--- config.mk ---
export PLATFORM = sky130hd
export DESIGN_NAME = axil_xbar_wr
export DESIGN_NICKNAME = d
export VERILOG_FILES = /design/src/hw/axil_xbar_pkg.sv /design/src/hw/axil_xbar_wr.sv /design/src/hw/xbar_initiator_port.sv /design/src/hw/xbar_target_port.sv /design/src/hw/route_fifo.sv /design/src/hw/rr_arbiter.sv
export SDC_FILE = /design/constraint.sdc
export NUM_CORES = 1
export LEC_CHECK = 0
export BUFFER_PORTS_ARGS = -buffer_cell sky130_fd_sc_hd__buf_2
export CAP_MARGIN = 30
export CORE_MARGIN = 1.5
export CORE_UTILIZATION = 47
export DETAILED_ROUTE_END_ITERATION = 12
export PLACE_DENSITY = 0.77
export REMOVE_ABC_BUFFERS = 1
export SYNTH_ARGS = -nofsm -noshare
export SYNTH_HDL_FRONTEND = slang
export SYNTH_SLANG_ARGS = --single-unit
--- constraint.sdc ---
create_clock -name clk -period 2.2 [get_ports clk]
set_input_delay 0.22 -clock clk [delete_from_list [all_inputs] [get_ports clk]]
set_output_delay 0.22 -clock clk [all_outputs]
set_load 0.01 [all_outputs]
--- src/hw/axil_xbar_pkg.sv ---
// Response codes use the AXI BRESP encoding; route states are only used inside the crossbar
`default_nettype none

package axil_xbar_pkg;

    // Write response codes, same values as the AXI BRESP field
    typedef enum logic [1:0] {
        OKAY   = 2'b00,
        EXOKAY = 2'b01,
        SLVERR = 2'b10,
        DECERR = 2'b11
    } axil_resp_t;

    // Ownership of a write data channel
    typedef enum logic [1:0] {
        // No address owns the data channel
        W_IDLE    = 2'b00,
        // Data goes to the selected port
        W_FORWARD = 2'b01,
        // Data is consumed locally after a decode error
        W_DROP    = 2'b10
    } wroute_state_t;

endpackage

`default_nettype wire
--- src/hw/axil_xbar_wr.sv ---
// Write half only; targets sit at n * 2**M_ADDR_W, route FIFO depths must be powers of two
`default_nettype none

module axil_xbar_wr import axil_xbar_pkg::*; #(
    parameter int S_COUNT = 2,
    parameter int M_COUNT = 2,
    parameter int ADDR_W = 16,
    parameter int DATA_W = 32,
    parameter int M_ADDR_W = 12,
    parameter int ACCEPT_DEPTH = 8,
    parameter int ISSUE_DEPTH = 8,
    localparam int STRB_W = DATA_W / 8,
    localparam int RESP_W = $bits(axil_resp_t)
) (
    input  logic                        clk,
    input  logic                        rst,
    // Initiator side
    input  logic [S_COUNT*ADDR_W-1:0]   s_awaddr,
    input  logic [S_COUNT-1:0]          s_awvalid,
    output logic [S_COUNT-1:0]          s_awready,
    input  logic [S_COUNT*DATA_W-1:0]   s_wdata,
    input  logic [S_COUNT*STRB_W-1:0]   s_wstrb,
    input  logic [S_COUNT-1:0]          s_wvalid,
    output logic [S_COUNT-1:0]          s_wready,
    output logic [S_COUNT*RESP_W-1:0]   s_bresp,
    output logic [S_COUNT-1:0]          s_bvalid,
    input  logic [S_COUNT-1:0]          s_bready,
    // Target side
    output logic [M_COUNT*ADDR_W-1:0]   m_awaddr,
    output logic [M_COUNT-1:0]          m_awvalid,
    input  logic [M_COUNT-1:0]          m_awready,
    output logic [M_COUNT*DATA_W-1:0]   m_wdata,
    output logic [M_COUNT*STRB_W-1:0]   m_wstrb,
    output logic [M_COUNT-1:0]          m_wvalid,
    input  logic [M_COUNT-1:0]          m_wready,
    input  logic [M_COUNT*RESP_W-1:0]   m_bresp,
    input  logic [M_COUNT-1:0]          m_bvalid,
    output logic [M_COUNT-1:0]          m_bready
);

    // Request and ack matrices, initiator-major (_s) and target-major (_m)
    logic [S_COUNT*M_COUNT-1:0] aw_req_s;
    logic [S_COUNT*M_COUNT-1:0] aw_ack_s;
    logic [S_COUNT*M_COUNT-1:0] w_req_s;
    logic [S_COUNT*M_COUNT-1:0] w_ack_s;
    logic [S_COUNT*M_COUNT-1:0] b_req_s;
    logic [S_COUNT*M_COUNT-1:0] b_ack_s;
    logic [M_COUNT*S_COUNT-1:0] aw_req_m;
    logic [M_COUNT*S_COUNT-1:0] aw_ack_m;
    logic [M_COUNT*S_COUNT-1:0] w_req_m;
    logic [M_COUNT*S_COUNT-1:0] w_ack_m;
    logic [M_COUNT*S_COUNT-1:0] b_req_m;
    logic [M_COUNT*S_COUNT-1:0] b_ack_m;

    for (genvar s = 0; s < S_COUNT; s++) begin : g_init
        xbar_initiator_port #(
            .M_COUNT(M_COUNT),
            .ADDR_W(ADDR_W),
            .M_ADDR_W(M_ADDR_W),
            .ACCEPT_DEPTH(ACCEPT_DEPTH)
        ) i_xbar_initiator_port (
            .clk(clk),
            .rst(rst),
            .awaddr(s_awaddr[s*ADDR_W +: ADDR_W]),
            .awvalid(s_awvalid[s]),
            .awready(s_awready[s]),
            .wvalid(s_wvalid[s]),
            .wready(s_wready[s]),
            .bresp(s_bresp[s*RESP_W +: RESP_W]),
            .bvalid(s_bvalid[s]),
            .bready(s_bready[s]),
            .aw_req(aw_req_s[s*M_COUNT +: M_COUNT]),
            .aw_ack(aw_ack_s[s*M_COUNT +: M_COUNT]),
            .w_req(w_req_s[s*M_COUNT +: M_COUNT]),
            .w_ack(w_ack_s[s*M_COUNT +: M_COUNT]),
            .b_req(b_req_s[s*M_COUNT +: M_COUNT]),
            .b_ack(b_ack_s[s*M_COUNT +: M_COUNT]),
            .tgt_bresp(m_bresp)
        );

        // Transpose between the two port arrays
        for (genvar m = 0; m < M_COUNT; m++) begin : g_xpose
            assign aw_req_m[m*S_COUNT + s] = aw_req_s[s*M_COUNT + m];
            assign w_req_m[m*S_COUNT + s] = w_req_s[s*M_COUNT + m];
            assign b_req_m[m*S_COUNT + s] = b_req_s[s*M_COUNT + m];
            assign aw_ack_s[s*M_COUNT + m] = aw_ack_m[m*S_COUNT + s];
            assign w_ack_s[s*M_COUNT + m] = w_ack_m[m*S_COUNT + s];
            assign b_ack_s[s*M_COUNT + m] = b_ack_m[m*S_COUNT + s];
        end
    end

    for (genvar m = 0; m < M_COUNT; m++) begin : g_tgt
        xbar_target_port #(
            .S_COUNT(S_COUNT),
            .ADDR_W(ADDR_W),
            .DATA_W(DATA_W),
            .ISSUE_DEPTH(ISSUE_DEPTH)
        ) i_xbar_target_port (
            .clk(clk),
            .rst(rst),
            .aw_req(aw_req_m[m*S_COUNT +: S_COUNT]),
            .aw_ack(aw_ack_m[m*S_COUNT +: S_COUNT]),
            .w_req(w_req_m[m*S_COUNT +: S_COUNT]),
            .w_ack(w_ack_m[m*S_COUNT +: S_COUNT]),
            .b_req(b_req_m[m*S_COUNT +: S_COUNT]),
            .b_ack(b_ack_m[m*S_COUNT +: S_COUNT]),
            .init_awaddr(s_awaddr),
            .init_wdata(s_wdata),
            .init_wstrb(s_wstrb),
            .m_awaddr(m_awaddr[m*ADDR_W +: ADDR_W]),
            .m_awvalid(m_awvalid[m]),
            .m_awready(m_awready[m]),
            .m_wdata(m_wdata[m*DATA_W +: DATA_W]),
            .m_wstrb(m_wstrb[m*STRB_W +: STRB_W]),
            .m_wvalid(m_wvalid[m]),
            .m_wready(m_wready[m]),
            .m_bvalid(m_bvalid[m]),
            .m_bready(m_bready[m])
        );
    end

endmodule

`default_nettype wire

--- src/hw/xbar_initiator_port.sv ---
// Targets decode from address zero in windows of 2**M_ADDR_W bytes; one write data route at a time
`default_nettype none

module xbar_initiator_port import axil_xbar_pkg::*; #(
    parameter int M_COUNT = 2,
    parameter int ADDR_W = 16,
    parameter int M_ADDR_W = 12,
    parameter int ACCEPT_DEPTH = 8,
    localparam int RESP_W = $bits(axil_resp_t)
) (
    input  logic                      clk,
    input  logic                      rst,
    input  logic [ADDR_W-1:0]         awaddr,
    input  logic                      awvalid,
    output logic                      awready,
    input  logic                      wvalid,
    output logic                      wready,
    output axil_resp_t                bresp,
    output logic                      bvalid,
    input  logic                      bready,
    output logic [M_COUNT-1:0]        aw_req,
    input  logic [M_COUNT-1:0]        aw_ack,
    output logic [M_COUNT-1:0]        w_req,
    input  logic [M_COUNT-1:0]        w_ack,
    output logic [M_COUNT-1:0]        b_req,
    input  logic [M_COUNT-1:0]        b_ack,
    input  logic [M_COUNT*RESP_W-1:0] tgt_bresp
);

    localparam int SEL_W = M_COUNT > 1 ? $clog2(M_COUNT) : 1;
    localparam int UPPER_W = ADDR_W - M_ADDR_W;
    localparam logic [UPPER_W-1:0] M_LIMIT = UPPER_W'(M_COUNT);

    logic [UPPER_W-1:0] upper;
    logic [SEL_W-1:0]   sel;
    logic               decerr;
    logic               admit;
    logic               dec_accept;
    wroute_state_t      route;
    logic [SEL_W-1:0]   w_sel;
    logic               aw_fire;
    logic               w_fire;
    logic               b_fire;
    logic               fifo_half;
    logic [SEL_W:0]     head_tag;
    logic               head_valid;
    logic               head_dec;
    logic [SEL_W-1:0]   head_sel;
    logic               dec_hold;

    // Address decode
    assign upper = awaddr[ADDR_W-1:M_ADDR_W];
    assign sel = upper[SEL_W-1:0];
    assign decerr = upper >= M_LIMIT;

    // Wait for FIFO room and for the previous write's data
    assign admit = awvalid && route == W_IDLE && !fifo_half;
    assign aw_req = (admit && !decerr) ? (M_COUNT'(1) << sel) : '0;
    assign awready = dec_accept || (admit && !decerr && aw_ack[sel]);
    assign aw_fire = awvalid && awready;

    // Decode errors are accepted locally one cycle after valid
    always_ff @(posedge clk) begin
        if (rst) begin
            dec_accept <= 1'b0;
        end else begin
            dec_accept <= admit && decerr && !dec_accept;
        end
    end

    always_ff @(posedge clk) begin
        if (rst) begin
            route <= W_IDLE;
        end else begin
            case (route)
                W_IDLE: begin
                    if (aw_fire) begin
                        route <= decerr ? W_DROP : W_FORWARD;
                    end
                end
                W_FORWARD, W_DROP: begin
                    if (w_fire) begin
                        route <= W_IDLE;
                    end
                end
                default: route <= W_IDLE;
            endcase
        end
    end

    always_ff @(posedge clk) begin
        if (aw_fire) begin
            w_sel <= sel;
        end
    end

    // Write data steering
    assign w_req = (route == W_FORWARD && wvalid) ? (M_COUNT'(1) << w_sel) : '0;
    assign wready = route == W_DROP || (route == W_FORWARD && w_ack[w_sel]);
    assign w_fire = wvalid && wready;

    // Tag is {decode error, target index}
    route_fifo #(
        .TAG_W(SEL_W + 1),
        .DEPTH(ACCEPT_DEPTH)
    ) i_route_fifo (
        .clk(clk),
        .rst(rst),
        .push(aw_fire),
        .push_tag({decerr, sel}),
        .full_half(fifo_half),
        .pop(b_fire),
        .head_tag(head_tag),
        .head_valid(head_valid)
    );

    assign head_dec = head_tag[SEL_W];
    assign head_sel = head_tag[SEL_W-1:0];

    // A local DECERR waits until its data is dropped, then holds until bready
    assign bvalid = head_valid
                    && (head_dec ? (route != W_DROP || dec_hold) : b_ack[head_sel]);
    assign bresp = head_dec ? DECERR : axil_resp_t'(tgt_bresp[head_sel*RESP_W +: RESP_W]);
    assign b_req = (head_valid && !head_dec && bready) ? (M_COUNT'(1) << head_sel) : '0;
    assign b_fire = bvalid && bready;

    always_ff @(posedge clk) begin
        if (rst) begin
            dec_hold <= 1'b0;
        end else begin
            dec_hold <= head_dec && bvalid && !bready;
        end
    end

endmodule

`default_nettype wire

--- src/hw/xbar_target_port.sv ---
// One address per target until its data is sent; the target must answer in address order
`default_nettype none

module xbar_target_port import axil_xbar_pkg::*; #(
    parameter int S_COUNT = 2,
    parameter int ADDR_W = 16,
    parameter int DATA_W = 32,
    parameter int ISSUE_DEPTH = 8,
    localparam int STRB_W = DATA_W / 8
) (
    input  logic                        clk,
    input  logic                        rst,
    input  logic [S_COUNT-1:0]          aw_req,
    output logic [S_COUNT-1:0]          aw_ack,
    input  logic [S_COUNT-1:0]          w_req,
    output logic [S_COUNT-1:0]          w_ack,
    input  logic [S_COUNT-1:0]          b_req,
    output logic [S_COUNT-1:0]          b_ack,
    input  logic [S_COUNT*ADDR_W-1:0]   init_awaddr,
    input  logic [S_COUNT*DATA_W-1:0]   init_wdata,
    input  logic [S_COUNT*STRB_W-1:0]   init_wstrb,
    output logic [ADDR_W-1:0]           m_awaddr,
    output logic                        m_awvalid,
    input  logic                        m_awready,
    output logic [DATA_W-1:0]           m_wdata,
    output logic [STRB_W-1:0]           m_wstrb,
    output logic                        m_wvalid,
    input  logic                        m_wready,
    input  logic                        m_bvalid,
    output logic                        m_bready
);

    localparam int IDX_W = S_COUNT > 1 ? $clog2(S_COUNT) : 1;

    wroute_state_t      route;
    logic [IDX_W-1:0]   w_sel;
    logic [S_COUNT-1:0] arb_req;
    logic [S_COUNT-1:0] grant;
    logic               grant_valid;
    logic [IDX_W-1:0]   grant_index;
    logic               fifo_half;
    logic [IDX_W-1:0]   b_sel;
    logic               aw_fire;
    logic               w_fire;
    logic               b_fire;

    // New addresses only while the data channel is free and the FIFO has room
    assign arb_req = (route == W_IDLE && !fifo_half) ? aw_req : '0;

    rr_arbiter #(
        .PORTS(S_COUNT)
    ) i_rr_arbiter (
        .clk(clk),
        .rst(rst),
        .req(arb_req),
        .ack(aw_ack),
        .grant(grant),
        .grant_valid(grant_valid),
        .grant_index(grant_index)
    );

    // Address mux
    assign m_awaddr = init_awaddr[grant_index*ADDR_W +: ADDR_W];
    assign m_awvalid = grant_valid && |(grant & aw_req);
    assign aw_ack = (grant_valid && m_awready) ? (grant & aw_req) : '0;
    assign aw_fire = m_awvalid && m_awready;

    // Data route opens right after the address handshake
    always_ff @(posedge clk) begin
        if (rst) begin
            route <= W_IDLE;
        end else if (aw_fire) begin
            route <= W_FORWARD;
        end else if (w_fire) begin
            route <= W_IDLE;
        end
    end

    always_ff @(posedge clk) begin
        if (aw_fire) begin
            w_sel <= grant_index;
        end
    end

    // Data mux
    assign m_wdata = init_wdata[w_sel*DATA_W +: DATA_W];
    assign m_wstrb = init_wstrb[w_sel*STRB_W +: STRB_W];
    assign m_wvalid = route == W_FORWARD && w_req[w_sel];
    assign w_ack = (route == W_FORWARD && m_wready) ? (S_COUNT'(1) << w_sel) : '0;
    assign w_fire = m_wvalid && m_wready;

    // Initiator index of each accepted address, oldest at the head
    route_fifo #(
        .TAG_W(IDX_W),
        .DEPTH(ISSUE_DEPTH)
    ) i_route_fifo (
        .clk(clk),
        .rst(rst),
        .push(aw_fire),
        .push_tag(grant_index),
        .full_half(fifo_half),
        .pop(b_fire),
        .head_tag(b_sel),
        .head_valid()
    );

    // Response demux
    assign m_bready = b_req[b_sel];
    assign b_ack = m_bvalid ? (S_COUNT'(1) << b_sel) : '0;
    assign b_fire = m_bvalid && m_bready;

endmodule

`default_nettype wire

--- src/hw/route_fifo.sv ---
// DEPTH is a power of two, at least 2; push is not checked against full, users stop at half full
`default_nettype none

module route_fifo #(
    parameter int TAG_W = 2,
    parameter int DEPTH = 8
) (
    input  logic             clk,
    input  logic             rst,
    input  logic             push,
    input  logic [TAG_W-1:0] push_tag,
    output logic             full_half,
    input  logic             pop,
    output logic [TAG_W-1:0] head_tag,
    output logic             head_valid
);

    localparam int PTR_W = $clog2(DEPTH);
    localparam logic [PTR_W+1:0] HALF = (PTR_W + 2)'(DEPTH / 2);

    logic [TAG_W-1:0] mem [DEPTH];
    logic [PTR_W:0]   wr_ptr;
    logic [PTR_W:0]   rd_ptr;
    logic [PTR_W:0]   ptr_diff;
    logic [PTR_W+1:0] level;
    logic             store_empty;
    logic             head_load;
    logic             store_pop;
    logic             store_push;
    logic             bypass;

    assign store_empty = wr_ptr == rd_ptr;
    assign head_load = !head_valid || pop;
    assign store_pop = head_load && !store_empty;
    // Empty FIFO: the tag goes straight into the head register
    assign bypass = head_load && store_empty && push;
    assign store_push = push && !bypass;

    // Head register counts as one entry
    assign ptr_diff = wr_ptr - rd_ptr;
    assign level = {1'b0, ptr_diff} + {{(PTR_W + 1){1'b0}}, head_valid};

    always_ff @(posedge clk) begin
        if (rst) begin
            wr_ptr <= '0;
            rd_ptr <= '0;
            head_valid <= 1'b0;
            full_half <= 1'b0;
        end else begin
            if (store_push) begin
                wr_ptr <= wr_ptr + 1'b1;
            end
            if (store_pop) begin
                rd_ptr <= rd_ptr + 1'b1;
            end
            if (head_load) begin
                head_valid <= store_pop || bypass;
            end
            full_half <= level >= HALF;
        end
    end

    always_ff @(posedge clk) begin
        if (store_push) begin
            mem[wr_ptr[PTR_W-1:0]] <= push_tag;
        end
        if (store_pop) begin
            head_tag <= mem[rd_ptr[PTR_W-1:0]];
        end else if (bypass) begin
            head_tag <= push_tag;
        end
    end

endmodule

`default_nettype wire

--- src/hw/rr_arbiter.sv ---
// Grant is registered and held until ack; a released grant re-arbitrates one cycle later
`default_nettype none

module rr_arbiter #(
    parameter int PORTS = 2,
    localparam int IDX_W = PORTS > 1 ? $clog2(PORTS) : 1
) (
    input  logic             clk,
    input  logic             rst,
    input  logic [PORTS-1:0] req,
    input  logic [PORTS-1:0] ack,
    output logic [PORTS-1:0] grant,
    output logic             grant_valid,
    output logic [IDX_W-1:0] grant_index
);

    // Ports above the last winner go first
    logic [PORTS-1:0] prio_mask;
    logic [PORTS-1:0] next_grant;
    logic [IDX_W-1:0] next_index;
    logic             next_found;

    always_comb begin
        next_grant = '0;
        next_index = '0;
        next_found = 1'b0;
        for (int i = 0; i < PORTS; i++) begin
            if (!next_found && req[i] && prio_mask[i]) begin
                next_grant[i] = 1'b1;
                next_index = IDX_W'(i);
                next_found = 1'b1;
            end
        end
        // Nobody above the winner, wrap to the lowest request
        for (int i = 0; i < PORTS; i++) begin
            if (!next_found && req[i]) begin
                next_grant[i] = 1'b1;
                next_index = IDX_W'(i);
                next_found = 1'b1;
            end
        end
    end

    always_ff @(posedge clk) begin
        if (rst) begin
            grant_valid <= 1'b0;
            grant <= '0;
            grant_index <= '0;
            prio_mask <= '1;
        end else if (grant_valid) begin
            if (|(grant & ack)) begin
                grant_valid <= 1'b0;
                grant <= '0;
                prio_mask <= ~(grant | (grant - 1'b1));
            end
        end else if (next_found) begin
            grant_valid <= 1'b1;
            grant <= next_grant;
            grant_index <= next_index;
        end
    end

endmodule

`default_nettype wire

==> impl_metrics.json <==
{
  "hold_viol": 0,
  "cts-hold-fix-buffers": 0,
  "rows": 47,
  "antenna_found_initial": 8,
  "ys_top_cells_by_count": "112 x mux2_2, 74 x dfxtp_1, 58 x edfxtp_1, 43 x nand2_1, 42 x a21oi_1",
  "total_power_w": 0.00776,
  "finalCriticalPeriod_ns": 2.18,
  "clk_latency_ns": 0.42,
  "wl_per_cell_um": 18.8,
  "port_buffers": 241,
  "grt_max_degree": 40,
  "worst_pin_slew_ns": 0.748,
  "gp_congestion": 0.907,
  "viasPerCell": 5.57,
  "drt_pass1_iterations": 5,
  "cts.root.buffer_cell": "clkbuf_16",
  "slew_violations": 0,
  "dpl.cell_count": 1231,
  "maxCapViolCount": 0,
  "cts_max_level": 4,
  "synth.most_common_cell": "mux2_2",
  "fin_tns_setup_ns": 0,
  "drt-initial-drc-count": 361,
  "synth_seq_cells": 132,
  "setup_ws_ns": 0.0210,
  "worstPathRequired_ns": 1.98,
  "dpl.hpwl_um": 18600,
  "p_comb_share_pct": 26.4,
  "ant_nets": 0,
  "dominantRegCellSynth": "dfxtp_1",
  "detailedPlace.worstSlack_ns": -0.0249,
  "fp.coreArea_um2": 16600,
  "synthCells": 751,
  "drive_gt1_share_pct": 50.1,
  "final_cell_area_um2": 10600,
  "path_class": "flip-flop to primary output",
  "synthTopCellsByArea": "edfxtp_1 22%, dfxtp_1 19%, mux2_2 16%",
  "yosysSeqAreaShare_pct": 40.3,
  "grt.total_usage_pct": 26.3,
  "ys.warnings.count": 0,
  "ir_drop_uv": 477,
  "clock_path_buffers": 2,
  "yosysTopAreaCellShare_pct": 21.8,
  "die_x_um": 133,
  "fmaxAchievable_mhz": 459,
  "netSwitchingFraction_pct": 30.2,
  "area_growth_syn_to_layout_pct": 33.0,
  "clock_sinks": 132,
  "synth-edff-count": 58,
  "outcome": "finished clean",
  "vias": 7104,
  "seqPwrFrac_pct": 37.5,
  "nets": 1195,
  "hold_class": "primary input to flip-flop",
  "power_density_nw_per_um2": 730,
  "dpl_cell_area_um2": 9740,
  "cts_tree": "done",
  "ios": 242,
  "ys_types": 70,
  "end_kind": "primary output",
  "fp.dieH_um": 133,
  "start_kind": "flip-flop",
  "fin_cells": 1275,
  "switchingPower_w": 0.00234,
  "synthArstFlopShare_pct": 0,
  "clkPwrFrac_pct": 36.1,
  "path_clk_slew_ns": 0.05,
  "rsz0062_at_grt": "yes",
  "drc": 0,
  "grt-ovfl-total": 0,
  "relSlewSlack_pct": 50.1,
  "finalCritPeriodShare_pct": 99.0,
  "synthesis.area_um2": 7990,
  "synth_top_cell_by_area": "edfxtp_1",
  "numCtsBuffers": 17,
  "grt_pass1_wl_um": 35900,
  "syn-mean-instance-area_um2": 10.6,
  "die_area_um2": 17800,
  "clock_skew_ns": 0.00779,
  "setup_viol": 0,
  "power_leakage_nw": 4.38,
  "cp.arrival_ns": 1.96,
  "drt_wl_total_um": 24000,
  "critical_path.max_fanout": 3,
  "p_int_w": 0.00542,
  "start_util_pct": 48.2,
  "first_global_vias": 6928
}
## flip-flops by register name, summed over array words and instances (netlist names), 4 cells and up, named ones only
name,count
g_tgt.i_xbar_target_port.i_rr_arbiter.prio_mask,4
g_tgt.i_xbar_target_port.i_route_fifo.wr_ptr,8
g_tgt.i_xbar_target_port.i_rr_arbiter.grant,4
g_init.i_xbar_initiator_port.route,4
g_init.i_xbar_initiator_port.i_route_fifo.head_tag,4
g_tgt.i_xbar_target_port.i_route_fifo.mem,16
g_tgt.i_xbar_target_port.i_route_fifo.rd_ptr,8
g_init.i_xbar_initiator_port.i_route_fifo.mem,32
g_init.i_xbar_initiator_port.i_route_fifo.wr_ptr,8
g_init.i_xbar_initiator_port.i_route_fifo.rd_ptr,8
## critical path, stage by stage (launching register included)
cell and delay, ns:
dfxtp_2 0.32, inv_2 0.07, ha_4 0.15, nand4b_1 0.21, or3_4 0.43, a21boi_1 0.19, buf_2 0.17
## power by group through the flow
stage | logic (W) | clock network (W) | registers (W)
floorplan | 0.00113 | 0 | 0.00294
global placement | 0.00189 | 0 | 0.00295
detailed placement | 0.00193 | 0 | 0.00296
CTS | 0.00195 | 0.00281 | 0.00291
global route | 0.00223 | 0.00292 | 0.00294
finish | 0.00205 | 0.00280 | 0.00291
## placed cells by master, fill, tap and decap left out, drive strengths merged, types with 10 or more instances in the layout
master	n
mux2	114
nor2	36
nand3	31
mux4	12
inv	44
a21oi	45
nor4	10
edfxtp	58
dfxtp	74
xnor2	12
nor3	11
nor2b	12
o21ai	15
and4	11
a21o	10
nand2	43
clkbuf	20
ha	34
a31oi	13
buf	313
## timing repair
item                                    CTS  global route
pin swaps                                 0             6
endpoints found under the setup margin   12            57
resized for setup                         9            37
setup buffers                             0             5
## cell type report
type                       instances  area [um^2]
clock buffer                      20          457
inverter                          43          161
tap                              220          275
sequential                       132         3230
fill                            1277         5950
antenna                            7         17.5
timing repair buffer             313         1760
clock inverter                    12          131
multi-input combinational        528         4600
## worst paths after layout
check | slack, ns | from | depth (start not counted) | endpoint
setup / recovery | 0.02 | g_init[0].i_xbar_initiator_port.route[0] | 6 | m_awvalid[1]
setup reg to reg | 0.03 | g_init[0].i_xbar_initiator_port.route[0] | 8 | flip-flop
hold / removal | 0.05 | s_bready[0] | 2 | g_init[0].i_xbar_initiator_port.dec_hold
hold reg to reg | 0.44 | flip-flop | 2 | flip-flop
## cells by family (layout without fill, tap and decap cells)
family / count (synthesis) / after routing / share of synthesized area [%]
DFF: 132 / 132 / 40.3
and+or+nand+nor: 207 / 207 / 14.5
xor gates and xnor gates: 16 / 16 / 1.75
buffers and inverters: 91 / 388 / 5.09
other: 0 / 7 / 0
muxes: 135 / 135 / 20.6
adders and majority gates: 38 / 38 / 6.33
AOI/OAI and AO/OA: 132 / 132 / 11.4
## per-layer routing
| metal | part of all wire, % | global-route usage [%] | vias up | wire length, um |
|---|---|---|---|---|
| met5 | 0 | 0 | - | 0 |
| met4 | 3.7 | 14.6 | 0 | 877 |
| met3 | 6.1 | 4.64 | 46 | 1460 |
| met2 | 53 | 48.5 | 321 | 12600 |
| met1 | 38 | 28.6 | 3383 | 9050 |
| li1 | - | - | 3354 | - |
## per-stage QoR
| step | utilization [%] | hold slack [ns] |
|---|---|---|
| after floorplan | - | 0.289 |
| after global placement | 58.7 | 0.426 |
| after detailed placement | 58.7 | 0.423 |
| after CTS | 62.6 | 0.0438 |
| after global routing | 64.1 | 0.0572 |
| final | 64.1 | 0.0491 |
Power figures use the tool's default switching activity.
